File: config.mk
export PLATFORM = sky130hd
export DESIGN_NAME = sdet_ctrl_fsm
export DESIGN_NICKNAME = d
export VERILOG_FILES = /design/src/verilog/sdet_ctrl_fsm.sv
export SDC_FILE = /design/constraint.sdc
export NUM_CORES = 1
export LEC_CHECK = 0
export BUFFER_PORTS_ARGS = -buffer_cell sky130_fd_sc_hd__buf_2
export CORE_AREA = 2 2 39 41
export DETAILED_ROUTE_END_ITERATION = 10
export DIE_AREA = 0 0 41 43
export PLACE_DENSITY = 0.3
export SLEW_MARGIN = 0
export SYNTH_ARGS = -nofsm -noshare
export SYNTH_HDL_FRONTEND = slang
export SYNTH_SLANG_ARGS = --single-unit
File: constraint.sdc
create_clock -name clk -period 1.54 [get_ports clk]
set_clock_uncertainty 0.05 [all_clocks]
set_input_delay 0.154 -clock clk [delete_from_list [all_inputs] [get_ports clk]]
set_output_delay 0.154 -clock clk [all_outputs]
set_load 0.02 [all_outputs]
File: src/verilog/sdet_ctrl_fsm.sv
`timescale 1ns/100ps

module sdet_ctrl_fsm (
    input  logic clk,
    input  logic rst_n,
    input  logic start,
    input  logic last,
    output logic sample_ready,
    output logic clear,
    output logic capture,
    output logic busy
);

    typedef enum logic [1:0] {
        IDLE,
        LOAD,
        EVAL,
        DONE
    } state_t;

    state_t state;
    state_t state_next;

    always_comb begin
        state_next = state;
        case (state)
            IDLE: if (start) state_next = LOAD;
            LOAD: if (last) state_next = EVAL;   // Final beat of the window
            EVAL: state_next = DONE;
            DONE: state_next = IDLE;
            default: state_next = IDLE;
        endcase
    end

    always_ff @(posedge clk) begin
        if (!rst_n) begin
            state <= IDLE;
        end else begin
            state <= state_next;
        end
    end

    // Counter restarts on the way into LOAD
    assign clear = (state == IDLE) && start;

    assign sample_ready = (state == LOAD);
    assign capture      = (state == EVAL);   // Window complete, codes settled
    assign busy         = (state == LOAD) || (state == EVAL);

endmodule : sdet_ctrl_fsm

# After elaboration in Yosys (flattened, before gate mapping)
# Index checks and enable logic that the tools add are counted.
# Widths: inputs -> output; s select.
dict set report word_totals {
  register_bits 2
  inputBits 4
  out_inout_bits 4
  wordCells 13
}
dict set report op_classes {
  n_eq_ne 5
  mux 3
  n_reduce_logical 4
}
# cell n
set op_table {}
lappend op_table {{$pmux 2 s4} 1}
lappend op_table {{$eq 2x2->1 const B} 2}
lappend op_table {{$mux 2} 2}
lappend op_table {{$ne 2x2->1 const B} 2}
lappend op_table {{$eq 2x1->1 const B} 1}
lappend op_table {{$logic_not 2->1} 1}
lappend op_table {{$reduce_and 2->1} 1}
lappend op_table {{$logic_and 1x1->1} 1}
lappend op_table {{$logic_or 1x1->1} 1}

# Depth between registers and ports, before layout
dict set report logic_depth {
  word_depth 3
  mapped_depth 5
  ltp_nobuf 5
}

# Worst setup path after synthesis
# OpenSTA, ideal clock, no wires.
dict set report synth_timing {
  path_kind {register to register}
  start {reg state[1]}
  end {reg state[0]}
  setup_ns 0.072
  t_arrival_ns 1.095
  required_ns 1.418
  setup_slack_ns 0.323
  stages_incl_launch_ff 6
  n_path_buf 0
  period_less_slack_ns 1.217
  cell_sequence {dfxtp_1 > inv_1 > ha_1 > inv_1 > o22ai_2 > mux2i_1}
}
dict set report synth_between {
  elab_chain_len 3
  word_cells_on_any_way 8
  classes_between {eq/ne: 5; mux: 1; reduce/logical: 2}
}
# element line_no
set synth_rtl {}
lappend synth_rtl {{start, declared} 21} ;# state_t state;
lappend synth_rtl {{start signal, assigned} 39} ;# state <= state_next;
lappend synth_rtl {{$eq 2x1->1 (*)} n/a}
lappend synth_rtl {{via sample_ready} 8} ;# output logic sample_ready,
lappend synth_rtl {{$ne 2x2->1 (no source line)} n/a}
lappend synth_rtl {{$reduce_and 2->1 (no source line)} n/a}
# The timed path passes the listed nets; every way through them passes the cells marked *.
# A chain may end at the register's enable or synchronous reset.

# Worst setup path after layout
dict set report layout_timing {
  start {reg state[0]}
  end {out clear}
}
dict set report layout_between {
  elab_chain_len 2
}
# element line_no
set layout_rtl {}
lappend layout_rtl {{$logic_not 2->1} 44} ;# assign clear = (state == IDLE) && start;
lappend layout_rtl {{$logic_and 1x1->1} 44}
lappend layout_rtl {{end, declared} 9} ;# output logic clear,
# Every way passes these cells.

==> impl_metrics.py <==
metrics = {
    "synth": {
        "synth_nets": 26,
        "synth_warnings": 0,
        "synth_seq_cells": 2,
        "yosys-top-cells-count": "4 x ha_1, 4 x inv_1, 3 x nand2_1",
        "synth_top_cell_by_area": "ha_1",
        "synth.avg_cell_area_um2": 8.897,
        "synth_area_um2": 160.2,
        "synth_area_leaders": "ha_1 31%, dfxtp_1 25%, mux2i_1 13%",
        "synthCells": 18,
        "ys_seq_area_frac": 0.2500,
        "yosysUniqueCellTypes": 8,
        "async_reset_ff_frac": 0,
        "synth_top_area_frac": 0.3125,
        "synth_edf_count": 0,
        "ys.flop_type": "dfxtp_1",
    },
    "power_and_ir_drop": {
        "power_leakage_nw": 0.1244,
        "irDropWorstVdd_uv": 582.8,
        "total_power_mw": 0.5090,
        "power_frac_clock": 0.226,
        "power_density_nw_per_um2": 2141,
        "comb_power_share": 0.591,
        "p_int_mw": 0.2779,
        "switching_share": 0.4541,
        "seqPwrFrac": 0.183,
        "p_switching_mw": 0.2312,
    },
    "timing": {
        "finalCritPeriodShare": 0.8731,
        "maxSlewViolCount": 0,
        "worst_pin_slew_ns": 0.1923,
        "period_minus_slack_ns": 1.345,
        "rsz0062_at_grt": "false",
        "fin_setup_tns_ns": 0,
        "setup_viol": 0,
        "max_freq_ghz": 0.7437,
        "slew_headroom": 0.8718,
        "report.final.hold_viol_count": 0,
    },
    "global_route": {
        "grt_pass1_vias": 160,
        "grt_usage": 0.05405,
        "grt_overflow": 0,
        "grt_max_degree": 5,
        "grt_first_pass_wirelength_um": 558,
        "grt_antenna_before_repair": 0,
    },
    "clock_network": {
        "cts_hold_buf": 0,
        "cts_root_buffer": "clkbuf_4",
        "cts_sinks": 2,
        "post_cts.resized_instances": 0,
        "tritoncts": "built",
        "cts_inserted_buffers": 3,
        "clock_latency_ns": 0.22,
        "post_cts_buffers": 0,
        "htreeDepth": 1,
        "clkTransAtPathRegs_ns": 0.03,
        "clockBufferDepth": 2,
    },
    "cells_and_area": {
        "area_delta_synth_final_pct": 48.44,
        "fill_cells": 162,
        "nets": 38,
        "seqCellArea_um2": 40.04,
        "reg.largest.list": "state x2",
        "largest_reg_flops": 2,
        "largest-register": "state",
        "multi_input_area_um2": 105.1,
        "diodes": 0,
        "fin_cells": 44,
        "drive_gt1_frac": 0.3929,
    },
    "place": {
        "placed_cells": 41,
        "dp_hpwl_um": 280.5,
        "place_congestion": 0.5916,
        "portBuffers": 7,
    },
    "setup_path": {
        "crit_type": "flip-flop to output port",
        "cp.arrival_ns": 1.14,
        "critPathMaxStageDelay_ns": 0.34,
        "crit_slowest_cell": "dfxtp_1",
        "cpLargestDelayFamily": "flip-flops",
        "cp_max_fo": 3,
        "startpoint": "state[0]$_SDFFE_PN0P_",
        "rr_startpoint": "state[1]$_SDFFE_PN0P_",
        "crit_path_cell_trace": "inv_1 -> ha_1 -> and2_1 -> buf_2",
        "worst_ep_required_time_ns": 1.34,
        "cp-start-kind": "flip-flop",
        "cp.buffers_inverters": 2,
        "endpoint_kind": "output port",
    },
    "die": {
        "die_x_um": 41,
        "die_h_um": 43,
        "coreArea_um2": 1384,
        "dieArea_um2": 1763,
        "row_count": 14,
        "initial_core_util": 0.1157,
        "io_pins": 8,
    },
    "run": {
        "maxCapViolCount": 0,
    },
    "drt": {
        "drt_iter0_drc": 2,
        "routed_wl_um": 340,
        "dr.pass1.iters": 2,
        "route.detailed.drc": 0,
        "drtAntennaViolNets": 0,
        "via_per_inst": 3.318,
        "vias": 146,
        "wl_per_cell_um": 7.727,
    },
    "worst_hold_path": {
        "hp-start": "rst_n",
        "hp-class": "primary input to flip-flop",
    },
    "outcome": {
        "status": "finished clean",
    },
}
## per-layer routing
metal | GRT usage | wire [um]
met5 | 0 | 0
met2 | 0.05938 | 139
met1 | 0.05096 | 152
met3 | 0.03665 | 48
met4 | 0.08000 | 0
## path summary, 6_finish.rpt
| kind | endpoint | depth (start not counted) | slack, ns |
|---|---|---|---|
| hold / removal | state[0]$_SDFFE_PN0P_ | 3 | 0.17 |
| hold reg to reg | state[0]$_SDFFE_PN0P_ | 2 | 0.43 |
| setup reg to reg | state[1]$_SDFFE_PN0P_ | 5 | 0.40 |
| setup / recovery | clear | 4 | 0.20 |
## final cells by class
class | instances | area share
Multi-Input combinational cell | 12 | 0.4421
Sequential cell | 2 | 0.1684
Timing Repair Buffer | 7 | 0.1474
Clock buffer | 3 | 0.09474
Tap cell | 16 | 0.08421
Inverter | 4 | 0.06316
## placed cells by master (no fill, tap or decap)
cell type and instances:
inv_1 4, o21ai_0 1, clkbuf_4 3, nand2_1 3
ha_1 4, mux2i_1 2, and2_1 1, buf_2 7
dfxtp_1 2, o22ai_2 1
## logic make-up after synthesis
| logic type | count (synthesis) | share of synthesized area |
|---|---|---|
| buf+inv | 4 | 0.09372 |
| flops | 2 | 0.2500 |
| compound gates | 2 | 0.1093 |
| mux | 2 | 0.1250 |
| fa+ha+maj | 4 | 0.3125 |
| simple gates | 4 | 0.1094 |
## through the flow
step	setup slack [ns]	hold WS, ns	instance area, um2	utilization
5_1_grt	0.1061	0.1926	237.7	0.1718
6_report	0.1954	0.1693	237.7	0.1718
3_5_place_dp	0.3786	0.4032	215.2	0.1555
2_1_floorplan	0.3233	0.2516	160.2	-
4_1_cts	0.1753	0.1629	237.7	0.1718
3_3_place_gp	0.4042	0.3996	215.2	0.1555
## worst min-delay path, stage by stage
cell	delay (ns)
buf_2	0.12
nand2_1	0.06
mux2i_1	0.06
## power groups by stage
stage	Combinational, mW	Sequential (mW)	Clock [mW]
CTS	0.309	0.0933	0.124
detailed placement	0.308	0.0940	0
finish	0.301	0.0932	0.115
global placement	0.303	0.0950	0
floorplan	0.236	0.0906	0
global route	0.345	0.0993	0.128
(Power assumes the default switching activity.)
