## src/verilog/sdet_pkg.sv

```systemverilog
package sdet_pkg;

    localparam int SEQ_LENGTH = 3;              // Injected error length
    localparam int NUM_TAPS   = SEQ_LENGTH + 1;
    localparam int ERR_BITS   = 8;              // Residual and tap width
    localparam int SUM_BITS   = 22;             // One hypothesis sum

    localparam int AXIL_ADDR_BITS = 32;
    localparam int AXIL_DATA_BITS = 32;

    localparam logic [AXIL_ADDR_BITS-1:0] ADDR_TAPS   = 32'h0;
    localparam logic [AXIL_ADDR_BITS-1:0] ADDR_CTRL   = 32'h4;
    localparam logic [AXIL_ADDR_BITS-1:0] ADDR_STATUS = 32'h8;
    localparam logic [AXIL_ADDR_BITS-1:0] ADDR_RESULT = 32'hC;

    localparam logic [1:0] RESP_OKAY = 2'b00;

    // One stream beat, hard decision plus residual error
    typedef struct packed {
        logic                       decision;
        logic signed [ERR_BITS-1:0] residual;
    } sample_t;

    typedef struct packed {
        logic                        awvalid;
        logic [AXIL_ADDR_BITS-1:0]   awaddr;
        logic                        wvalid;
        logic [AXIL_DATA_BITS-1:0]   wdata;
        logic [AXIL_DATA_BITS/8-1:0] wstrb;
        logic                        bready;
        logic                        arvalid;
        logic [AXIL_ADDR_BITS-1:0]   araddr;
        logic                        rready;
    } axil_req_t;

    typedef struct packed {
        logic                      awready;
        logic                      wready;
        logic                      bvalid;
        logic [1:0]                bresp;
        logic                      arready;
        logic                      rvalid;
        logic [AXIL_DATA_BITS-1:0] rdata;
        logic [1:0]                rresp;
    } axil_rsp_t;

    typedef struct packed {
        logic [30:0] reserved;
        logic        start;
    } ctrl_word_t;

    // Write word seen either as the tap set or as a command
    typedef union packed {
        logic [NUM_TAPS-1:0][ERR_BITS-1:0] taps;    // Tap 0 in the low byte
        ctrl_word_t                        ctrl;
    } reg_word_u;

endpackage : sdet_pkg
```

## src/verilog/sdet_axil_regs.sv

```systemverilog
`timescale 1ns/100ps

module sdet_axil_regs import sdet_pkg::*; #(
    parameter int WIDTH = 4
) (
    input  logic               clk,
    input  logic               rst_n,
    input  axil_req_t          axil_req,
    output axil_rsp_t          axil_rsp,
    input  logic               capture,
    input  logic [2*WIDTH-1:0] codes,
    input  logic               busy,
    output logic               start,
    output reg_word_u          taps
);

    reg_word_u                 wword;
    reg_word_u                 taps_q;
    logic [2*WIDTH-1:0]        result_q;
    logic                      done_q;
    logic                      wr_fire;
    logic                      rd_fire;
    logic                      bvalid_q;
    logic                      rvalid_q;
    logic [AXIL_DATA_BITS-1:0] rdata_q;
    logic [AXIL_DATA_BITS-1:0] rd_word;

    assign wword = axil_req.wdata;

    // Address and data are taken in the same cycle, one at a time
    assign wr_fire = axil_req.awvalid & axil_req.wvalid & ~bvalid_q;
    assign rd_fire = axil_req.arvalid & ~rvalid_q;

    assign start = wr_fire && (axil_req.awaddr == ADDR_CTRL) && wword.ctrl.start;

    always_ff @(posedge clk) begin
        if (!rst_n) begin
            bvalid_q <= 1'b0;
        end else if (wr_fire) begin
            bvalid_q <= 1'b1;
        end else if (axil_req.bready) begin
            bvalid_q <= 1'b0;
        end
    end

    // Byte-wise tap update under the write strobes
    always_ff @(posedge clk) begin
        if (!rst_n) begin
            taps_q <= '0;
        end else if (wr_fire && axil_req.awaddr == ADDR_TAPS) begin
            for (int b = 0; b < NUM_TAPS; b++) begin
                if (axil_req.wstrb[b]) taps_q.taps[b] <= wword.taps[b];
            end
        end
    end

    always_ff @(posedge clk) begin
        if (!rst_n) begin
            result_q <= '0;
            done_q   <= 1'b0;
        end else if (capture) begin
            result_q <= codes;
            done_q   <= 1'b1;
        end else if (start && !busy) begin
            done_q   <= 1'b0;       // New run pending
        end
    end

    always_comb begin
        case (axil_req.araddr)
            ADDR_TAPS:   rd_word = taps_q;
            ADDR_STATUS: rd_word = {30'b0, busy, done_q};
            ADDR_RESULT: rd_word = AXIL_DATA_BITS'(result_q);
            default:     rd_word = '0;     // CTRL is write only
        endcase
    end

    always_ff @(posedge clk) begin
        if (!rst_n) begin
            rvalid_q <= 1'b0;
            rdata_q  <= '0;
        end else if (rd_fire) begin
            rvalid_q <= 1'b1;
            rdata_q  <= rd_word;
        end else if (axil_req.rready) begin
            rvalid_q <= 1'b0;
        end
    end

    assign axil_rsp.awready = wr_fire;
    assign axil_rsp.wready  = wr_fire;
    assign axil_rsp.bvalid  = bvalid_q;
    assign axil_rsp.bresp   = RESP_OKAY;
    assign axil_rsp.arready = rd_fire;
    assign axil_rsp.rvalid  = rvalid_q;
    assign axil_rsp.rdata   = rdata_q;
    assign axil_rsp.rresp   = RESP_OKAY;

    assign taps = taps_q;

endmodule : sdet_axil_regs

```

## config.mk

```make
export PLATFORM = sky130hd
export DESIGN_NAME = sdet_axil_regs
export DESIGN_NICKNAME = d
export VERILOG_FILES = /design/src/verilog/sdet_pkg.sv /design/src/verilog/sdet_axil_regs.sv
export SDC_FILE = /design/constraint.sdc
export NUM_CORES = 1
export LEC_CHECK = 0
export BUFFER_PORTS_ARGS = -buffer_cell sky130_fd_sc_hd__clkbuf_2
export CAP_MARGIN = 20
export CORE_UTILIZATION = 45
export CTS_CLUSTER_SIZE = 24
export DETAILED_ROUTE_END_ITERATION = 10
export PLACE_DENSITY_LB_ADDON = 0.2
export RECOVER_POWER = 50
export SETUP_SLACK_MARGIN = 0.4
export SLEW_MARGIN = 40
export SYNTH_ARGS = -nofsm -noshare
export SYNTH_HDL_FRONTEND = slang
export SYNTH_SLANG_ARGS = --single-unit
```

## constraint.sdc

```tcl
create_clock -name clk -period 2.1 [get_ports clk]
set_input_delay 0.315 -clock clk [delete_from_list [all_inputs] [get_ports clk]]
set_output_delay 0.315 -clock clk [all_outputs]
set_load 0.05 [all_outputs]
```

### Yosys cells after proc, flatten, opt, wreduce, memory -nomap -nowiden

Index checks and enable logic that the tools add are counted.

* register bits after elaboration: 75
* output and inout bits: 74
* ROM bits: 0
* logic and storage cells: 38
* input bits: 117
* memories kept: 0
* memory bits (writable): 0
* bits in latches: 0

* eq/ne operators: 3
* div/mod/pow operators: 0
* shift-type cells: 0
* bitwise gates (word level): 5
* reductions and logical operators: 14
* $add $sub $neg: 0
* muxes and demuxes: 7
* $mul: 0
* order comparisons: 0

Operators with widths (count)
* 32-bit case mux with 3 select lines: 1
* 32-bit by 4-bit equality test with 1-bit output, second input constant: 2
* 32-bit zero test: 2
* 32-bit by 3-bit equality test with 1-bit output, second input constant: 1
* 2-bit AND reduction: 4
* 1-bit 2-to-1 mux: 6
* 2-bit nonzero test: 3
* 1-bit logical AND: 4
* 1-bit bitwise AND: 3
* 1-bit inverter: 2
* 1-bit zero test: 1

### Logic depth before layout (Yosys ltp)

* depth in word-level cells: 7
* depth in mapped cells: 6
* mapped depth without buffers: 4

### Least setup slack after synthesis

OpenSTA, ideal clock, no wires.

* path type: in2reg
* start: input axil_req[76] (netlist name)
* end: register done_q
* path buffers: 0
* stages: 4
* path slack: -0.691 ns
* arrival: 2.584 ns
* cells stage by stage: nor4_1 -> nand2_2 -> nor4_1 -> a21oi_1

* cells in the longest elaborated chain, start to end: 5

RTL lines
* from (decl): RTL line sdet_axil_regs.sv:8 `input axil_req_t axil_req,`
* 32-bit by 3-bit equality test with 1-bit output: RTL line sdet_axil_regs.sv:34 `assign start = wr_fire && (axil_req.awaddr == ADDR_CTRL) && wword.ctrl.start;`
* 1-bit logical AND (2 in series): RTL line sdet_axil_regs.sv:34
* via start: RTL line sdet_axil_regs.sv:13 `output logic start,`
* 1-bit logical AND: RTL line sdet_axil_regs.sv:64 `end else if (start && !busy) begin`
* 2-bit nonzero test (no source line)
* to (signal assigned): RTL line sdet_axil_regs.sv:60 `done_q <= 1'b0;`
* to (signal assigned): RTL line sdet_axil_regs.sv:63 `done_q <= 1'b1;`
* to (signal assigned): RTL line sdet_axil_regs.sv:65 `done_q <= 1'b0;`
* to (decl): RTL line sdet_axil_regs.sv:20 `logic done_q;`

The timed path passes the listed nets, and every way through them passes these cells.
A chain may end at the register's enable or synchronous reset.

### Worst setup path after layout

* start: register bvalid_q
* end: output start

* cells in the longest elaborated chain, start to end: 4

RTL lines
* from (decl): RTL line sdet_axil_regs.sv:23 `logic bvalid_q;`
* from (signal assigned): RTL line sdet_axil_regs.sv:38 `bvalid_q <= 1'b0;`
* from (signal assigned): RTL line sdet_axil_regs.sv:40 `bvalid_q <= 1'b1;`
* from (signal assigned): RTL line sdet_axil_regs.sv:42 `bvalid_q <= 1'b0;`
* 1-bit inverter: RTL line sdet_axil_regs.sv:31 `assign wr_fire = axil_req.awvalid & axil_req.wvalid & ~bvalid_q;`
* 1-bit bitwise AND: RTL line sdet_axil_regs.sv:31
* 1-bit logical AND (2 in series): RTL line sdet_axil_regs.sv:34
* to (decl): RTL line sdet_axil_regs.sv:13

Every way passes these cells.

==> summary.md <==
| Metric | Value |
|---|---|
| Initial Utilization | `47.6%` |
| CP startpoint kind | `flop` |
| DP HPWL | `7.01 mm` |
| Area of the mapped netlist | `3530 um2` |
| Synth-to-layout area growth | `32.9%` |
| Worst Path Required | `1.78 ns` |
| Final setup viols | `0` |
| Clk sinks | `75` |
| CP max FO | `3` |
| WS Path Type | `reg2out` |
| Final setup TNS | `0 ns` |
| Die Area | `a little over 8000 um2` |
| I/O pins | `191` |
| Post-route DRC | `0` |
| Leakage power | `1.92 nW` |
| Gr usage total | `24.3%` |
| I/O Buffers | `186` |
| # Max-Cap Violations | `0` |
| Clk_lat worst skew | `0.35 ns` |
| Slowest stage delay, CP | `roughly 0.33 ns` |
| Pwr/cell area | `580 nW/um2` |
| Clock transition at the registers of the reported paths | `0.08 ns` |
| Routed Antenna Nets | `0` |
| DR vias/cell | `5.05` |
| Unrepaired setup endpoints after global routing | `true` |
| Register area share after synthesis | `42.6%` |
| Crit-path cells | `and3b_2 > nand3_4 > nor4_4 > buf_8` |
| Vias in the first global route | `3394` |
| Hold buffers post-CTS | `0` |
| TritonRoute pass-1 iters | `4` |
| H-tree levels | `3` |
| Share of layout cells above drive strength 1 | `between 20 and 30%` |
| # diodes | `0` |
| Avg Inst Size Synth | `8.88 um2` |
| Core Region | `7410 um2` |
| Post-Synthesis Cells | `between 300 and 400` |
| Routed WL per cell | `~14 um` |
| Fin Hold WS | `0.194 ns` |
| CTS Buf Count | `9` |
| Final min period | `~1.7 ns` |
| Status | `finished, final reports clean` |
| Fin crit share | `82.7%` |
| Crit-path slowest cell | `dfxtp_2` |
| Final Hold Fails | `0` |
| Cell family contributing the most delay on the critical path | `simple AND/OR/NAND/NOR gates` |
| Routed WL | `9.70 mm` |
| Yosys warning count | `0` |
| Slew HR | `between 20 and 30%` |
| Row count | `31` |
| Die Ht | `90.5 um` |
| Slew @ Worst Pin | `1.06 ns` |
| Root Driver | `clkbuf_8` |
| WP buf/inv | `1` |
| Largest net degree at the start of global routing | `65` |
| Max-slew violations | `0` |
| Critical path arrival | `between 1 and 1.5 ns` |
| Global route overflow | `0` |
| First-pass GRT wire length | `16.2 mm` |
| Finished Core Util | `between 60% and 70%` |
| CTS tree | `built` |
| Commonest non-fill, non-tap cells in the layout | `clkbuf_2 (123), nand2_1 (122), dfxtp_1 (74), clkbuf_1 (64), mux2i_1 (42)` |
| Final net count | `roughly 690` |
| Yosys reg bits | `75` |
| VDD IR max | `0.000490 V` |
| Via count | `about 3400` |
| Worst Setup End Kind | `primary output` |
| Worst-case clock buffer depth | `2` |
| Initial antenna violation count | `0` |
| Peak Freq | `575 MHz` |
| Commonest non-fill, non-tap cell in the layout | `clkbuf_2` |
| Die W | `90.5 um` |
| Clk_skew | `around 0.015 ns` |
| Count of cell types in the netlist | `27` |
| HP Class | `in2reg` |
| First DRT Iteration DRCs | `between 100 and 150` |
| Routability Congestion | `0.832` |
-- tightest hold or removal path: stages --
cell and delay, ns:
clkbuf_2 0.08, nand2_1 0.05, mux2i_1 0.06
-- layout make-up --
| type | instances | area, um2 |
|---|---|---|
| Fill cell | 675 | 2720 |
| Multi-Input combinational cell | 288 | 1900 |
| Tap cell | 99 | 124 |
| Inverter | 1 | 3.75 |
| Clock buffer | 10 | 128 |
| Sequential cell | 75 | 1500 |
| Clock inverter | 6 | 42.5 |
| Timing Repair Buffer | 201 | 991 |
-- synth_stat cells, drive strengths merged --
cell / number / area share (%)
nand2: 123 / 13
mux2i: 42 / 12
and2: 33 / 5.9
a22oi: 6 / 1.3
buf: 9 / 1.9
and3b: 1 / 0.25
conb: 1 / 0.11
o31ai: 32 / 6.8
nand4: 3 / 0.96
clkbuf: 27 / 2.9
nor3: 1 / 0.28
inv: 1 / 0.11
nand3: 1 / 0.50
o21a: 1 / 0.21
dfxtp: 75 / 43
a2bb2oi: 2 / 0.50
nor2: 2 / 0.21
nand2b: 5 / 0.89
o211a: 1 / 0.28
a21oi: 1 / 0.14
o21ai: 1 / 0.14
nor2b: 9 / 1.6
nor4b: 1 / 0.25
nor4: 19 / 7.2
-- state kept, by name (all words and copies together), names as in the netlist --
signal / count
taps: 32
done_q: 1
bvalid_q: 1
result_q: 8
rdata_q: 32
rvalid_q: 1
-- routing by layer --
layer | track usage [%] | vias to the layer above | wire [um]
met1 | 30.0 | 1621 | 4450
li1 | - | 1696 | -
met2 | 41.2 | 105 | 4610
met3 | 7.49 | 10 | 547
met4 | 5.91 | 0 | 88
met5 | 0 | - | 0
-- power by group --
group          switching (mW)  internal, mW
registers             0.00747          1.43
logic                   0.182         0.128
clock network           0.538         0.429
-- path summary, 6_finish.rpt --
check / from / to / slack, ns / cells past startpoint
hold / removal: axil_req[60] / taps[21] / 0.19 / 3
hold reg to reg: taps[16] / taps[16] / 0.48 / 2
setup reg to reg: bvalid_q / taps[1] / 0.46 / 6
setup / recovery: bvalid_q / start / 0.36 / 4
-- kinds of logic after synthesis --
| logic type | count (synthesis) | synth area share (%) |
|---|---|---|
| flip-flops | 75 | 42.6 |
| other | 1 | 0.106 |
| buffers and inverters | 37 | 4.90 |
| multiplexers | 42 | 11.9 |
| AND/OR/NAND/NOR | 198 | 31.1 |
| AO/OA/AOI/OAI | 44 | 9.36 |
-- through the flow --
step	cells	total power [mW]	cell area [um2]	setup slack (ns)
2_1_floorplan	400	1.64	3550	0.259
3_3_place_gp	663	1.78	4560	0.304
3_5_place_dp	663	1.78	4560	0.234
4_1_cts	680	2.75	4750	0.321
5_1_grt	680	2.83	4690	0.217
6_report	680	2.72	4690	0.362
-- repair_timing --
item,CTS,global route
setup endpoints to repair,33,26
buffers inserted,1,0
resized for setup,5,7
pin swaps,1,0
(Power assumes the default switching activity.)
