--- src/verilog/sdet_pkg.sv ---
package sdet_pkg;

    localparam int SEQ_LENGTH = 3;              // Injected error length
    localparam int NUM_TAPS   = SEQ_LENGTH + 1;
    localparam int ERR_BITS   = 8;              // Residual and tap width
    localparam int SUM_BITS   = 22;             // One hypothesis sum

    localparam int AXIL_ADDR_BITS = 32;
    localparam int AXIL_DATA_BITS = 32;

    localparam logic [AXIL_ADDR_BITS-1:0] ADDR_TAPS   = 32'h0;
    localparam logic [AXIL_ADDR_BITS-1:0] ADDR_CTRL   = 32'h4;
    localparam logic [AXIL_ADDR_BITS-1:0] ADDR_STATUS = 32'h8;
    localparam logic [AXIL_ADDR_BITS-1:0] ADDR_RESULT = 32'hC;

    localparam logic [1:0] RESP_OKAY = 2'b00;

    // One stream beat, hard decision plus residual error
    typedef struct packed {
        logic                       decision;
        logic signed [ERR_BITS-1:0] residual;
    } sample_t;

    typedef struct packed {
        logic                        awvalid;
        logic [AXIL_ADDR_BITS-1:0]   awaddr;
        logic                        wvalid;
        logic [AXIL_DATA_BITS-1:0]   wdata;
        logic [AXIL_DATA_BITS/8-1:0] wstrb;
        logic                        bready;
        logic                        arvalid;
        logic [AXIL_ADDR_BITS-1:0]   araddr;
        logic                        rready;
    } axil_req_t;

    typedef struct packed {
        logic                      awready;
        logic                      wready;
        logic                      bvalid;
        logic [1:0]                bresp;
        logic                      arready;
        logic                      rvalid;
        logic [AXIL_DATA_BITS-1:0] rdata;
        logic [1:0]                rresp;
    } axil_rsp_t;

    typedef struct packed {
        logic [30:0] reserved;
        logic        start;
    } ctrl_word_t;

    // Write word seen either as the tap set or as a command
    typedef union packed {
        logic [NUM_TAPS-1:0][ERR_BITS-1:0] taps;    // Tap 0 in the low byte
        ctrl_word_t                        ctrl;
    } reg_word_u;

endpackage : sdet_pkg
--- src/verilog/sdet_sample_window.sv ---
`timescale 1ns/100ps

module sdet_sample_window import sdet_pkg::*; #(
    parameter int WIDTH = 4
) (
    input  logic    clk,
    input  logic    rst_n,
    input  logic    enable,
    input  sample_t sample,
    output sample_t window [WIDTH+SEQ_LENGTH]
);

    localparam int NUM_SAMPLES = WIDTH + SEQ_LENGTH;

    sample_t shift_q [NUM_SAMPLES];

    // New beats enter at the top and move toward index 0
    always_ff @(posedge clk) begin
        if (!rst_n) begin
            for (int k = 0; k < NUM_SAMPLES; k++) begin
                shift_q[k] <= '0;
            end
        end else if (enable) begin
            for (int k = 0; k < NUM_SAMPLES - 1; k++) begin
                shift_q[k] <= shift_q[k+1];
            end
            shift_q[NUM_SAMPLES-1] <= sample;
        end
    end

    always_comb begin
        for (int k = 0; k < NUM_SAMPLES; k++) begin
            window[k] = shift_q[k];
        end
    end

endmodule : sdet_sample_window

--- config.mk ---
export PLATFORM = sky130hd
export DESIGN_NAME = sdet_sample_window
export DESIGN_NICKNAME = d
export VERILOG_FILES = /design/src/verilog/sdet_pkg.sv /design/src/verilog/sdet_sample_window.sv
export SDC_FILE = /design/constraint.sdc
export NUM_CORES = 1
export LEC_CHECK = 0
export ABC_AREA = 1
export BUFFER_PORTS_ARGS = -buffer_cell sky130_fd_sc_hd__buf_2
export CAP_MARGIN = 20
export CORE_ASPECT_RATIO = 1.5
export CORE_MARGIN = 2
export CORE_UTILIZATION = 45
export CTS_BUF_LIST = sky130_fd_sc_hd__clkbuf_4 sky130_fd_sc_hd__clkbuf_8 sky130_fd_sc_hd__clkbuf_16
export DETAILED_ROUTE_END_ITERATION = 7
export PLACE_DENSITY = 0.81
export REMOVE_ABC_BUFFERS = 1
export SETUP_SLACK_MARGIN = 0.1
export SYNTH_ARGS = -nofsm -noshare
export SYNTH_HDL_FRONTEND = slang
export SYNTH_SLANG_ARGS = --single-unit
--- constraint.sdc ---
create_clock -name clk -period 2.7 [get_ports clk]
set_input_delay 0.27 -clock clk [delete_from_list [all_inputs] [get_ports clk]]
set_output_delay 0.27 -clock clk [all_outputs]
set_load 0.01 [all_outputs]
# After elaboration in Yosys (flattened, before gate mapping)
# Memory sizes are Yosys's and may differ from the RTL's.
# Cells that the tools add are included.
[classes]
n_addsub = 0
reduce_logical = 0
shift = 0
div_mod_pow = 0
n_mul = 0
n_mux = 11
magnitude_cmp = 0
n_eq_ne = 0
n_bitwise = 7
[ops]
columns = ["cell", "n"]
rows = [
  ["$mux 9", 7],
  ["$or 1x1->1", 7],
  ["$mux 1", 4],
]
[word_totals]
ram_bits = 63
wordCells = 19
rom_bits = 0
n_memories = 1
latch_bits = 0
reg_bits = 0
[mem_list]
columns = ["name", "depth", "word_bits", "read_ports", "rd_ports_with_merged_regs", "wr", "line", "source"]
rows = [
  ["shift_q", 7, 9, 7, 0, 7, "sdet_sample_window.sv:15", "sample_t shift_q [NUM_SAMPLES];"],
]

# Logic depth before layout (Yosys ltp)
# Gate-level depths: netlist of run 1.
[depth]
word_depth = 4
depth_mapped = 3
depth_no_buf = 2

# Worst setup path before layout of run 1
# Ideal clock, no wire load.
[synth_timing]
kind = "input to register"
from = "in rst_n"
to = "mem shift_q[0][0] (netlist bit), enable pin"
stages = 2
path_slack_ns = 0.502
required_ns = 2.277
t_arrival_ns = 1.775
setup_ns = 0.423
path_cell_list = "buf_2 -> nand2_1"
[synth_rtl]
columns = ["element", "line", "source"]
rows = [
  ["from (decl)", "sdet_sample_window.sv:7", "input logic rst_n,"],
  ["to (decl)", "sdet_sample_window.sv:15", ""],
]

==> results.toml, run 1 <==
[routing]
viasPerCell = 4.291
drt-wirelength-per-cell_um = 10.70
antenna_left = 0
drtPass1Iterations = 4
met3WireLength_um = 355
top_layer = "met4"
dr_total_vias = 1506
wirelength_mm = 3.756
routed-wl-met2_mm = 1.790
drcViolationCount = 0
drt_iter0_markers = 105
drt-met1-wl_mm = 1.568

[power_and_ir_drop]
pwr-share-seq_pct = 53.3
p_sw_mw = 0.4810
ir_drop_mv = 0.4951
pwr-share-clk_pct = 38.9
internal-power_mw = 1.721
sw_frac_of_total_pct = 21.84
p_leak_nw = 1.482
p_per_area_mw_per_mm2 = 717.8
p_comb_share_pct = 7.8

[layout]
antennaDiodeCount = 0
largest_reg_flops = 63
regArea_mm2 = 0.001892
area.growth.synth_to_final_pct = 27.38
fin_cells = 351
regMostFlops = "shift_q"
drive_above_1_share_pct = 32.16
multi_input_area_um2 = 249.0
nNetsFinal = 290
biggestRegsByFlops = "shift_q (63)"
fillers = 408

[clocking]
cts-resized-gates = 0
cts_max_path_buffers = 2
tritoncts = "built"
cts_hold_buf = 0
h-tree-depth = 3
cts_setup_buffers = 0
cts_root_buf = "clkbuf_8"
cts_sinks = 63
cts.clk_slew.worst_paths_ns = 0.06
cts_buffers = 9
clk_latency_ns = 0.33

[timing]
finalHoldViolations = 0
maxSlewViolCount = 0
fin_crit_sh_pct = 44.03
setup_violations = 0
grt_setup_unrepaired = "false"
post-route-min-period_ns = 1.189
slew_headroom_pct = 39.16
fmax_mhz = 841.2
finClkSkew_ns = 0.005040
finalSetupTns_ns = 0
worstMarginPinSlew_ns = 0.9094

[placement]
gp_congestion = 0.6443
portBuffers = 74
dp_cells = 335
dp_hpwl_mm = 2.480

[global_route]
antenna_found_initial = 0
grt_pass1_wl_mm = 6.134
grt_pass1_vias = 1415
grt-ovfl-total = 0
grtUsageTotal_pct = 14.13
grt_max_degree = 55

[synth]
syn-cell-area_mm2 = 0.002409
ys_warn_count = 0
synth.distinct_cells = 6
ys_ff_latch = 63
seq_area_frac_synth_pct = 78.55
synth_cells = 198
synth.avg_cell_area_um2 = 12.16

[critical_path]
critical_path.cell_chain = "buf_2 > nand2_2 > nor2_1"
path_max_fanout = 54
worstPathArrival_ns = 1.24
worstSetupPathType = "primary input to register"
crit_required_ns = 2.75
crit_path_end_kind = "register"
crit_path_top_delay_cell = "nand2_2"
critical-path-max-stage-delay_ns = 0.69
crit_path_start_kind = "primary input"

[floorplanning]
core_region_area_mm2 = 0.005165
start_util_pct = 46.63
dieArea_mm2 = 0.005966
num_rows = 32
die_x_um = 63.74
die_h_um = 93.60
io_pins = 75

[outcome]
status = "completed"

[hold_path]
hold_path.class = "primary input to register"

[run]
drv_cap = 0
-- cell usage in the layout, fill, tap and decap left out, drive strengths merged --
| cell type | netlist | layout |
|---|---|---|
| clkinv | 0 | 3 |
| inv | 64 | 64 |
| buf | 6 | 75 |
| clkbuf | 0 | 9 |
| bufinv | 0 | 2 |
| edfxtp | 63 | 63 |
| nor2 | 54 | 54 |
| clkinvlp | 0 | 2 |
| nand2 | 11 | 11 |
-- power groups by stage --
stage	combinational (mW)	clock (mW)	sequential, mW
2_1_floorplan	0.0526	0	1.23
3_3_place_gp	0.172	0	1.19
3_5_place_dp	0.176	0	1.20
4_1_cts	0.176	0.881	1.17
5_1_grt	0.194	0.930	1.18
6_report	0.173	0.856	1.17
-- cell families (layout without fill, tap and decap cells) --
kind of cell	after synthesis	after routing	share of synthesized area, %
buf+inv	70	155	11.22
flops	63	63	78.55
simple gates	65	65	10.23
-- cell usage after synthesis (all sizes together) --
| master | instances | area share (%) |
|---|---|---|
| inv | 64 | 10 |
| nor2 | 54 | 8.4 |
| nand2 | 11 | 1.8 |
| edfxtp | 63 | 79 |
| buf | 6 | 1.2 |
-- worst max-delay path: cells and delay by family --
kind / cells / cell delay [ns]
buf+inv: 1 / 0.17
simple gates: 2 / 0.78
-- stage by stage --
stage / setup slack [ns] / util (%) / cell area, µm² / power [mW] / hold WS, ns
4_1_cts: 1.496 / 59.40 / 3068 / 2.232 / 0.1751
3_5_place_dp: 1.126 / 55.31 / 2856 / 1.371 / 0.5347
6_report: 1.511 / 59.40 / 3068 / 2.202 / 0.1995
5_1_grt: 1.325 / 59.40 / 3068 / 2.304 / 0.1793
3_3_place_gp: 1.177 / 55.31 / 2856 / 1.363 / 0.5238
2_1_floorplan: 0.6415 / - / 2379 / 1.283 / 0.4384
-- layout make-up --
class	count	area share [%]
clock buffer	9	4.038
clock inverter	7	2.855
inverter	64	7.830
multi-input combinational	65	8.116
sequential	63	61.66
tap	68	2.773
timing repair buffer	75	12.72
-- per-layer routing --
metal	up-vias	track usage, %
met2	76	22.63
met5	-	0
met1	672	15.06
met3	7	7.220
met4	0	7.609
li1	751	-
-- final timing paths --
| path | startpoint | slack, ns | end | cells past startpoint |
|---|---|---|---|---|
| max | rst_n | 1.51 | shift_q[0][49]$_SDFFCE_PN0P_ | 3 |
| min | sample[7] | 0.20 | shift_q[0][61]$_SDFFCE_PN0P_ | 3 |
| max reg2reg | shift_q[0][58]$_SDFFCE_PN0P_ | 1.89 | shift_q[0][49]$_SDFFCE_PN0P_ | 2 |
| min reg2reg | shift_q[0][39]$_SDFFCE_PN0P_ | 0.56 | shift_q[0][30]$_SDFFCE_PN0P_ | 2 |
Note: power is estimated with default switching activity, not from simulation.
==> inputs of run 2 (changes only) <==
==> constraint.sdc (replaced) <==
create_clock -name clk -period 1.1 [get_ports clk]
set_input_delay 0.11 -clock clk [delete_from_list [all_inputs] [get_ports clk]]
set_output_delay 0.11 -clock clk [all_outputs]
set_load 0.01 [all_outputs]
==> results.toml, run 2 (synthesis results as in run 1) <==
[timing]
post-route-min-period_ns = 0.9998
slew_headroom_pct = 83.46
maxSlewViolCount = 0
setup_violations = 0
finClkSkew_ns = 0.003478
worstMarginPinSlew_ns = 0.2481
whs_ns = 0.03532
grt_setup_unrepaired = "true"
fin_crit_sh_pct = 90.89
finalSetupTns_ns = 0
fmax_mhz = 1000
finalHoldViolations = 0

[hold_path]
hold_path.class = "primary input to register"
holdPathStages = 3

[global_route]
grtUsageTotal_pct = 13.57
grt_pass1_wl_mm = 5.906
antenna_found_initial = 0
grt_max_degree = 55
grt-ovfl-total = 0
grt_pass1_vias = 1390

[clocking]
h-tree-depth = 3
cts_sinks = 63
tritoncts = "built"
cts_buffers = 9
clk_latency_ns = 0.33
cts-resized-gates = 0
cts_max_path_buffers = 2
cts_root_buf = "clkbuf_8"
cts.clk_slew.worst_paths_ns = 0.06

[floorplanning]
dieArea_mm2 = 0.005966
core_region_area_mm2 = 0.005165
io_pins = 75
num_rows = 32
die_h_um = 93.60
die_x_um = 63.74
start_util_pct = 46.63

[critical_path]
crit_cells = 1
rr_worst_depth = 3
critical-path-max-stage-delay_ns = 0.41
critPathTopFamily = "flip-flops"
crit_path_start_kind = "register"
crit_required_ns = 0.99
worstPathArrival_ns = 0.89
path_max_fanout = 2
cp.buffers_inverters = 1
crit_path_end_kind = "output port"
worstSetupPathType = "register to output port"
critical_path.cell_chain = "buf_2"
crit_path_top_delay_cell = "edfxtp_1"

[outcome]
status = "completed"

[routing]
dr_total_vias = 1553
drt_iter0_markers = 92
wirelength_mm = 3.743
drt-wirelength-per-cell_um = 10.23
routed-wl-met2_mm = 1.814
viasPerCell = 4.243
drcViolationCount = 0
antenna_left = 0
top_layer = "met4"
drtPass1Iterations = 4
drt-met1-wl_mm = 1.510
met3WireLength_um = 351

[layout]
biggestRegsByFlops = "shift_q (63)"
area.growth.synth_to_final_pct = 30.91
largest_reg_flops = 63
mostFrequentLayoutCells = "buf_2 (74), inv_1 (64), edfxtp_1 (63), nor2_1 (54), buf_4 (16)"
fillers = 416
final_common_cell = "buf_2"
regMostFlops = "shift_q"
nNetsFinal = 307
antennaDiodeCount = 0
drive_above_1_share_pct = 36.24

[power_and_ir_drop]
ir_drop_mv = 0.9857
p_leak_nw = 1.559
p_per_area_mw_per_mm2 = 1580

[placement]
gp_congestion = 0.6294
portBuffers = 74
dp_hpwl_mm = 2.441

[run]
drv_cap = 0
run 2: layer usage:
layer,track usage [%],up-vias
li1,-,785
met1,14.27,692
met2,22.02,68
met3,6.980,8
met4,7.065,0
met5,0,-
run 2: path summary, 6_finish.rpt:
check | startpoint | to | slack [ns]
max reg2reg | shift_q[0][26]$_SDFFCE_PN0P_ | shift_q[0][17]$_SDFFCE_PN0P_ | 0.22
min reg2reg | shift_q[0][41]$_SDFFCE_PN0P_ | shift_q[0][32]$_SDFFCE_PN0P_ | 0.57
min | sample[6] | shift_q[0][60]$_SDFFCE_PN0P_ | 0.04
max | shift_q[0][26]$_SDFFCE_PN0P_ | window[44] | 0.10
run 2: per-stage QoR:
step / cells / setup WS, ns / power, mW / instance area [µm²] / util, %
floorplan: 192 / -0.7986 / 3.149 / 2379 / -
global route: 366 / 0.04947 / 5.217 / 3153 / 61.05
CTS: 356 / 0.08118 / 5.012 / 3078 / 59.59
finish: 366 / 0.1002 / 4.981 / 3153 / 61.05
detailed placement: 337 / 0.1063 / 3.373 / 2884 / 55.84
global placement: 337 / 0.1255 / 3.356 / 2884 / 55.84
run 2: where the power goes:
group          total (mW)  switching, mW  leakage, nW  internal (mW)
clock network        1.62          0.756       0.0863          0.860
logic               0.485          0.276        0.778          0.209
registers            2.88         0.0666        0.695           2.81
total                4.98           1.10         1.56           3.88
run 2: final cells by class:
type	instances	area, µm²	area share, %
repair buffers	92	530.5	16.83
inverters	64	240.2	7.619
clock inverters	2	10.01	0.3175
clock buffers	12	146.4	4.643
multi-input cells	65	249.0	7.897
well taps	68	85.08	2.698
flip-flops and latches	63	1892	60.00
run 2: repair_timing:
| item | in CTS | in global routing |
|---|---|---|
| buffers inserted | 5 | 10 |
| setup endpoints to repair | 19 | 54 |
| pin swaps | 0 | 0 |
| hold buffers | 0 | 0 |
