### src/verilog/sdet_pkg.sv
package sdet_pkg;

    localparam int SEQ_LENGTH = 3;              // Injected error length
    localparam int NUM_TAPS   = SEQ_LENGTH + 1;
    localparam int ERR_BITS   = 8;              // Residual and tap width
    localparam int SUM_BITS   = 22;             // One hypothesis sum

    localparam int AXIL_ADDR_BITS = 32;
    localparam int AXIL_DATA_BITS = 32;

    localparam logic [AXIL_ADDR_BITS-1:0] ADDR_TAPS   = 32'h0;
    localparam logic [AXIL_ADDR_BITS-1:0] ADDR_CTRL   = 32'h4;
    localparam logic [AXIL_ADDR_BITS-1:0] ADDR_STATUS = 32'h8;
    localparam logic [AXIL_ADDR_BITS-1:0] ADDR_RESULT = 32'hC;

    localparam logic [1:0] RESP_OKAY = 2'b00;

    // One stream beat, hard decision plus residual error
    typedef struct packed {
        logic                       decision;
        logic signed [ERR_BITS-1:0] residual;
    } sample_t;

    typedef struct packed {
        logic                        awvalid;
        logic [AXIL_ADDR_BITS-1:0]   awaddr;
        logic                        wvalid;
        logic [AXIL_DATA_BITS-1:0]   wdata;
        logic [AXIL_DATA_BITS/8-1:0] wstrb;
        logic                        bready;
        logic                        arvalid;
        logic [AXIL_ADDR_BITS-1:0]   araddr;
        logic                        rready;
    } axil_req_t;

    typedef struct packed {
        logic                      awready;
        logic                      wready;
        logic                      bvalid;
        logic [1:0]                bresp;
        logic                      arready;
        logic                      rvalid;
        logic [AXIL_DATA_BITS-1:0] rdata;
        logic [1:0]                rresp;
    } axil_rsp_t;

    typedef struct packed {
        logic [30:0] reserved;
        logic        start;
    } ctrl_word_t;

    // Write word seen either as the tap set or as a command
    typedef union packed {
        logic [NUM_TAPS-1:0][ERR_BITS-1:0] taps;    // Tap 0 in the low byte
        ctrl_word_t                        ctrl;
    } reg_word_u;

endpackage : sdet_pkg
### src/verilog/sdet_sample_counter.sv
`timescale 1ns/100ps

module sdet_sample_counter import sdet_pkg::*; #(
    parameter int WIDTH = 4
) (
    input  logic clk,
    input  logic rst_n,
    input  logic clear,
    input  logic enable,
    output logic last
);

    localparam int NUM_SAMPLES = WIDTH + SEQ_LENGTH;
    localparam int CNT_BITS    = $clog2(NUM_SAMPLES + 1);

    logic [CNT_BITS-1:0] count;

    always_ff @(posedge clk) begin
        if (!rst_n || clear) begin
            count <= '0;
        end else if (enable && !last) begin
            count <= count + 1'b1;
        end
    end

    assign last = enable && (count == CNT_BITS'(NUM_SAMPLES - 1));

endmodule : sdet_sample_counter

### config.mk
export PLATFORM = sky130hd
export DESIGN_NAME = sdet_sample_counter
export DESIGN_NICKNAME = d
export VERILOG_FILES = /design/src/verilog/sdet_pkg.sv /design/src/verilog/sdet_sample_counter.sv
export SDC_FILE = /design/constraint.sdc
export NUM_CORES = 1
export LEC_CHECK = 0
export BUFFER_PORTS_ARGS = -buffer_cell sky130_fd_sc_hd__buf_2
export CORE_AREA = 2 2 39 41
export CTS_BUF_LIST = sky130_fd_sc_hd__clkbuf_16
export DETAILED_ROUTE_END_ITERATION = 16
export DIE_AREA = 0 0 41 43
export GPL_ROUTABILITY_DRIVEN = 0
export PLACE_DENSITY = 0.4
export SLEW_MARGIN = 20
export SYNTH_ARGS = -nofsm -noshare
export SYNTH_HDL_FRONTEND = slang
export SYNTH_SLANG_ARGS = --single-unit
### constraint.sdc
create_clock -name clk -period 1.5 [get_ports clk]
set_clock_uncertainty 0.1 [all_clocks]
set_input_delay 0.15 -clock clk [delete_from_list [all_inputs] [get_ports clk]]
set_output_delay 0.15 -clock clk [all_outputs]
set_load 0.02 [all_outputs]
### Yosys cells after proc, flatten, opt, wreduce, memory -nomap -nowiden

Index checks and enable logic that the tools add are counted.

* order comparisons: 0
* reductions and logical operators: 5
* $add $sub $neg: 1
* multiply operators: 0
* shifts and indexed selects: 0
* div/mod/pow operators: 0
* muxes and demuxes: 0
* equality and inequality tests: 1
* bitwise operators: 0

Operators with widths (count)
* $add 3x1->3 const B: 1
* $eq 3x3->1 const B: 1
* $logic_and 1x1->1: 2
* $logic_not 1->1: 2
* $logic_or 1x1->1: 1

* memories: 0
* memory bits (read-only): 0
* input bits: 4
* output and inout bits: 1
* RAM bits: 0
* latch bits: 0
* flip-flop bits (word level): 3
* word-level logic and storage cells: 8

### Logic depth before layout (Yosys ltp)

Gate-level depths: netlist of the first run.

* depth in word-level cells: 4
* mapped depth: 4
* depth with buffers taken out: 4

### Least setup slack after synthesis of the first run

Ideal clock, no wire load.

* path type: reg-to-reg
* from: reg count[0]
* to: reg count[1]
* arrival: 1.116 ns
* data required time: 1.328 ns
* buffers on the path: 0
* setup slack: 0.212 ns
* period minus slack after synthesis: 1.288 ns
* library setup time: 0.072 ns
* cell stages (with the launch flop): 5
* cell sequence: dfxtp_1 -> inv_1 -> ha_1 -> or3b_1 -> mux2i_1

* longest elaborated chain between the ends: 4
* elaborated cells on any way between the ends: 5
* classes of those cells: 1 x add/sub; 1 x eq/ne; 3 x reduce/logical

RTL lines
* from (decl): line sdet_sample_counter.sv:16 `logic [CNT_BITS-1:0] count;`
* from (signal assigned): line sdet_sample_counter.sv:22 `count <= count + 1'b1;`
* branches (longest 4 deep; another with $add 3x1->3)

Several ways; the timed one is not identified.
A chain may end at the register's enable or synchronous reset.

### Final worst setup path of the first run

* from: reg count[0]
* to: out last

* longest elaborated chain between the ends: 2

RTL lines
* $eq 3x3->1: line sdet_sample_counter.sv:26 `assign last = enable && (count == CNT_BITS'(NUM_SAMPLES - 1));`
* $logic_and 1x1->1: line sdet_sample_counter.sv:26
* to (decl): line sdet_sample_counter.sv:10 `output logic last`

Every way passes these cells.

==> flow_metrics.py, run 1 <==
metrics = {
    "timing": {
        "relSlewSlack": 0.832,
        "setup_ws_ps": 107,
        "finalSetupTns_ps": 0,
        "max_freq_ghz": 0.718,
        "whs_ps": 46.9,
        "min_period_over_period": 0.929,
        "worst_pin_slew_ps": 252,
        "slew_violations": 0,
        "setup_viol": 0,
        "hold_viol": 0,
        "grt_setup_unrepaired": "no",
        "timing.final.crit_period_ps": 1390,
    },
    "power_and_ir_drop": {
        "powerDensity_nw_per_um2": 1680,
        "p_leak_nw": 0.141,
        "vdd_ir_drop_max_mv": 0.962,
        "total_power_mw": 0.512,
    },
    "worst_setup_path": {
        "r2r_cells": 4,
        "r2r-start": "count[0]",
        "crit_type": "flip-flop to output pin",
        "crit_cells": 4,
        "critical_path_arrival_ps": 1140,
        "rr_endpoint": "count[1]",
        "crit_path_start": "count[0]",
        "critPathMaxFanout": 4,
        "cp_num_buf_inv": 2,
        "required_ps": 1250,
        "cp_cell_sequence": "inv_1, ha_1, and3_1, buf_2",
        "max_stage_delay_ps": 340,
        "cp-start-kind": "flip-flop",
        "critPathCaptureType": "output pin",
        "regToRegSetupSlack_ps": 150,
        "endpoint": "last",
        "path_delay_family": "flip-flops",
        "slowest_stage": "dfxtp_2",
    },
    "global_route": {
        "grt_antenna_before_repair": 0,
        "grt_max_degree": 6,
        "grt_pass1_wl_um": 572,
        "globalRouteOverflowTotal": 0,
        "grt_pass1_vias": 156,
        "grt_usage": 0.0572,
    },
    "run_status": {
        "status": "complete, no violations",
    },
    "finish": {
        "drive_gt1_frac": 0.360,
        "fin_area_um2": 305,
        "fillCellCount": 147,
        "nNetsFinal": 32,
        "regMostFlops": "count",
        "fin_util": 0.221,
        "stdcell_count": 41,
        "largest_reg_flops": 3,
        "multi_input_area_um2": 121,
        "final-seq-area_um2": 61.3,
        "area_growth_pct": 64.9,
        "largestRegisters": "count: 3 flops",
        "diodes": 0,
    },
    "clocking": {
        "holdBufCountCts": 0,
        "clockBufferDepth": 2,
        "clkTransAtPathRegs_ps": 30,
        "cts_made_buffers": 3,
        "clk_latency_ps": 220,
        "cts_tree": "yes",
        "clock-sinks": 3,
        "cts_root_buf": "clkbuf_16",
        "htreeDepth": 1,
    },
    "routing": {
        "vias": 166,
        "drtPass1Iterations": 2,
        "wl_per_cell_um": 8.27,
        "drc": 0,
        "drt-total-wl_um": 339,
        "viasPerCell": 4.05,
        "ant_nets": 0,
        "drt_iter0_drc": 2,
    },
    "synthesis": {
        "synth.top_cell.area_share": 0.324,
        "ys_seq_elements": 3,
        "ys_warn_count": 0,
        "yosys.area.top_type": "dfxtp_1",
        "ys_top_cells_by_area": "dfxtp_1 (32%), ha_1 (14%), mux2i_1 (11%), or3b_1 (9.5%), nand3b_1 (8.1%)",
        "syn_inst": 17,
        "avgSynthCellArea_um2": 10.9,
        "synth_cell_types": 11,
        "synth_fp_nets": 23,
        "syn-cell-area_um2": 185,
        "ys_seq_area_frac": 0.324,
    },
    "placement": {
        "post_dp_cell_area_um2": 225,
        "placedCellCount": 37,
        "dpl_worst_slack_ps": 97.3,
        "io_buffers": 4,
    },
    "die": {
        "core_um2": 1380,
        "num_rows": 14,
        "die_w_um": 41,
        "start_util": 0.134,
        "pin_count": 5,
        "die_area_um2": 1760,
        "die_y_um": 43,
    },
    "flow_run": {
        "cap_violations": 0,
    },
    "hold_path": {
        "holdCritPathClass": "input port to flip-flop",
    },
}
==> cells in the final DEF, fill, tap and decap left out, drive strengths merged <==
cell type / count
buf: 4
clkbuf: 3
dfxtp: 3
inv: 2
nand3b: 2
or3b: 2
mux2i: 2
ha: 2
and3: 1
a21boi: 1
and4b: 1
a21oi: 1
nor4b: 1
==> worst reg2reg max path, cell delays in order (launching register included) <==
cell     delay (ps)
dfxtp_2         340
inv_1            50
ha_1            280
or3b_1          380
mux2i_1         130
==> synth_stat cells <==
cell	count
and4b_1	1
nand3b_1	2
a21oi_1	1
dfxtp_1	3
mux2i_1	2
nor4b_2	1
or3b_1	2
a21boi_1	1
ha_1	2
and3_1	1
inv_1	1
==> cell type report <==
class                   instances  share of cell area
clock buffers                   3               0.246
clock inverters                 1              0.0123
repair buffers                  4              0.0656
inverters                       1              0.0123
multi-input cells              13               0.398
flip-flops and latches          3               0.201
well taps                      16              0.0656
==> cells by family after synthesis <==
| family | Yosys count | synth area share |
|---|---|---|
| flops | 3 | 0.324 |
| compound gates | 2 | 0.0676 |
| mux | 2 | 0.108 |
| fa+ha+maj | 2 | 0.135 |
| simple gates | 7 | 0.345 |
| buf+inv | 1 | 0.0203 |
==> worst min-delay path by stage <==
stage	startpoint	endpoint	slack, ps	cells after the start
floorplan	clear	count[2]	120	1
global placement	clear	count[2]	270	2
detailed placement	clear	count[2]	280	2
CTS	clear	count[2]	50	2
global route	clear	count[2]	60	2
finish	clear	count[2]	50	2
==> per-layer routing <==
metal | global-route usage | wire length (um)
met1 | 0.0545 | 164
met2 | 0.0594 | 119
met3 | 0.0785 | 48
met4 | 0.0400 | 6
met5 | 0 | 0
==> power by group <==
group	internal, mW	switching, mW
sequential	0.0826	0.00170
clock	0.343	0.0674
combinational	0.00931	0.00785
==> what timing repair did <==
item | 4_1_cts | 5_1_grt
setup endpoints to repair | 0 | 1
resized for setup | 0 | 1
hold endpoints to repair | 0 | 0
buffers inserted | 0 | 0
No activity file was read; power rests on OpenSTA's default activity.
==> inputs of run 2 (changes only) <==
--- a/config.mk
+++ b/config.mk
@@ -7,7 +7,7 @@
 export LEC_CHECK = 0
 export BUFFER_PORTS_ARGS = -buffer_cell sky130_fd_sc_hd__buf_2
 export CORE_AREA = 2 2 39 41
-export CTS_BUF_LIST = sky130_fd_sc_hd__clkbuf_16
+export CTS_BUF_LIST = sky130_fd_sc_hd__clkbuf_8
 export DETAILED_ROUTE_END_ITERATION = 16
 export DIE_AREA = 0 0 41 43
 export GPL_ROUTABILITY_DRIVEN = 0
==> flow_metrics.py, run 2 (synthesized netlist as in run 1, its figures left out) <==
metrics = {
    "placement": {
        "dpl_worst_slack_ps": 97.3,
        "io_buffers": 4,
        "placedCellCount": 37,
        "post_dp_cell_area_um2": 225,
    },
    "finish": {
        "largest_reg_flops": 3,
        "final_cell_mix": "buf_2 (4), clkbuf_8 (3)",
        "nNetsFinal": 32,
        "stdcell_count": 41,
        "drive_gt1_frac": 0.360,
        "largestRegisters": "count: 3 flops",
        "area_growth_pct": 46.6,
        "final_common_cell": "buf_2",
        "diodes": 0,
        "fin_area_um2": 272,
        "fillCellCount": 152,
        "fin_util": 0.196,
        "regMostFlops": "count",
    },
    "power_and_ir_drop": {
        "p_leak_nw": 0.125,
        "vdd_ir_drop_max_mv": 0.407,
        "powerDensity_nw_per_um2": 1190,
        "total_power_mw": 0.323,
    },
    "clocking": {
        "cts_made_buffers": 3,
        "clockBufferDepth": 2,
        "cts_root_buf": "clkbuf_8",
        "cts_tree": "yes",
        "clock-sinks": 3,
        "holdBufCountCts": 0,
        "htreeDepth": 1,
        "clkTransAtPathRegs_ps": 30,
        "clk_latency_ps": 210,
    },
    "die": {
        "core_um2": 1380,
        "die_y_um": 43,
        "start_util": 0.134,
        "die_w_um": 41,
        "die_area_um2": 1760,
        "pin_count": 5,
        "num_rows": 14,
    },
    "routing": {
        "wl_per_cell_um": 8.22,
        "drtPass1Iterations": 1,
        "drt_iter0_drc": 0,
        "vias": 162,
        "drt-total-wl_um": 337,
        "ant_nets": 0,
        "viasPerCell": 3.95,
        "drc": 0,
    },
    "worst_setup_path": {
        "critical_path_arrival_ps": 1130,
        "rr_endpoint": "count[1]",
        "regToRegSetupSlack_ps": 140,
        "max_stage_delay_ps": 340,
        "cp-start-kind": "flip-flop",
        "r2r_cells": 4,
        "critPathCaptureType": "output pin",
        "slowest_stage": "dfxtp_2",
        "critPathMaxFanout": 4,
        "r2r-start": "count[0]",
        "crit_type": "flip-flop to output pin",
        "cp_cell_sequence": "inv_1, ha_1, and3_1, buf_2",
        "required_ps": 1250,
    },
    "timing": {
        "max_freq_ghz": 0.722,
        "hold_viol": 0,
        "finalSetupTns_ps": 0,
        "grt_setup_unrepaired": "no",
        "timing.final.crit_period_ps": 1380,
        "slew_violations": 0,
        "worst_pin_slew_ps": 252,
        "setup_viol": 0,
        "setup_ws_ps": 115,
        "relSlewSlack": 0.832,
        "min_period_over_period": 0.923,
        "whs_ps": 56.9,
    },
    "hold_path": {
        "min_path_cells": 2,
        "holdCritPathClass": "input port to flip-flop",
        "min_to": "count[2]",
        "min_from": "clear",
    },
    "flow_run": {
        "cap_violations": 0,
    },
    "global_route": {
        "globalRouteOverflowTotal": 0,
        "grt_usage": 0.0592,
        "grt_max_degree": 6,
        "grt_pass1_wl_um": 565,
        "grt_antenna_before_repair": 0,
        "grt_pass1_vias": 156,
    },
    "run_status": {
        "status": "complete, no violations",
    },
}
## run 2: changes by cell type in the layout (fill, tap and decap cells not counted)
cell,previous run,this run
clkbuf_16,3,0
clkbuf_8,0,3
## run 2: what timing repair did
action / 4_1_cts / 5_1_grt
setup endpoints to repair: 0 / 1
setup buffers: 0 / 0
gates resized for setup: 0 / 1
## run 2: report_power, final
| part | leakage (nW) | internal, mW | total [mW] | switching, mW |
|---|---|---|---|---|
| combinational | 0.0737 | 0.00931 | 0.0172 | 0.00791 |
| clock | 0.0269 | 0.174 | 0.222 | 0.0482 |
| sequential | 0.0247 | 0.0826 | 0.0843 | 0.00170 |
| total | 0.125 | 0.266 | 0.323 | 0.0578 |
## run 2: critical path, delay by kind of cell, from the launching register on
family,cells,cell delay (ps)
buf+inv,2,200
fa+ha+maj,1,210
simple gates,1,180
flops,1,340
## run 2: worst max-delay path by stage
stage,start,end,depth (start not counted),slack (ps)
4_1_cts,count[0],last,4,60
2_1_floorplan,count[0],count[1],4,210
3_5_place_dp,count[0],count[1],4,100
6_report,count[0],last,4,120
5_1_grt,count[0],last,4,50
3_3_place_gp,count[0],count[1],4,180
## run 2: area by class of cell
| class | instances | area, um2 | share of cell area |
|---|---|---|---|
| clock buffers | 3 | 41.3 | 0.152 |
| clock inverters | 1 | 3.75 | 0.0138 |
| inverters | 1 | 3.75 | 0.0138 |
| multi-input cells | 13 | 121 | 0.447 |
| flip-flops and latches | 3 | 61.3 | 0.226 |
| well taps | 16 | 20.0 | 0.0737 |
| repair buffers | 4 | 20.0 | 0.0737 |
## run 2: layer usage
| layer | vias up | GRT usage | wire (um) |
|---|---|---|---|
| met2 | 5 | 0.0594 | 120 |
| met1 | 73 | 0.0513 | 172 |
| met3 | 2 | 0.0785 | 37 |
| met4 | 0 | 0.0600 | 6 |
| met5 | - | 0 | 0 |
| li1 | 82 | - | - |
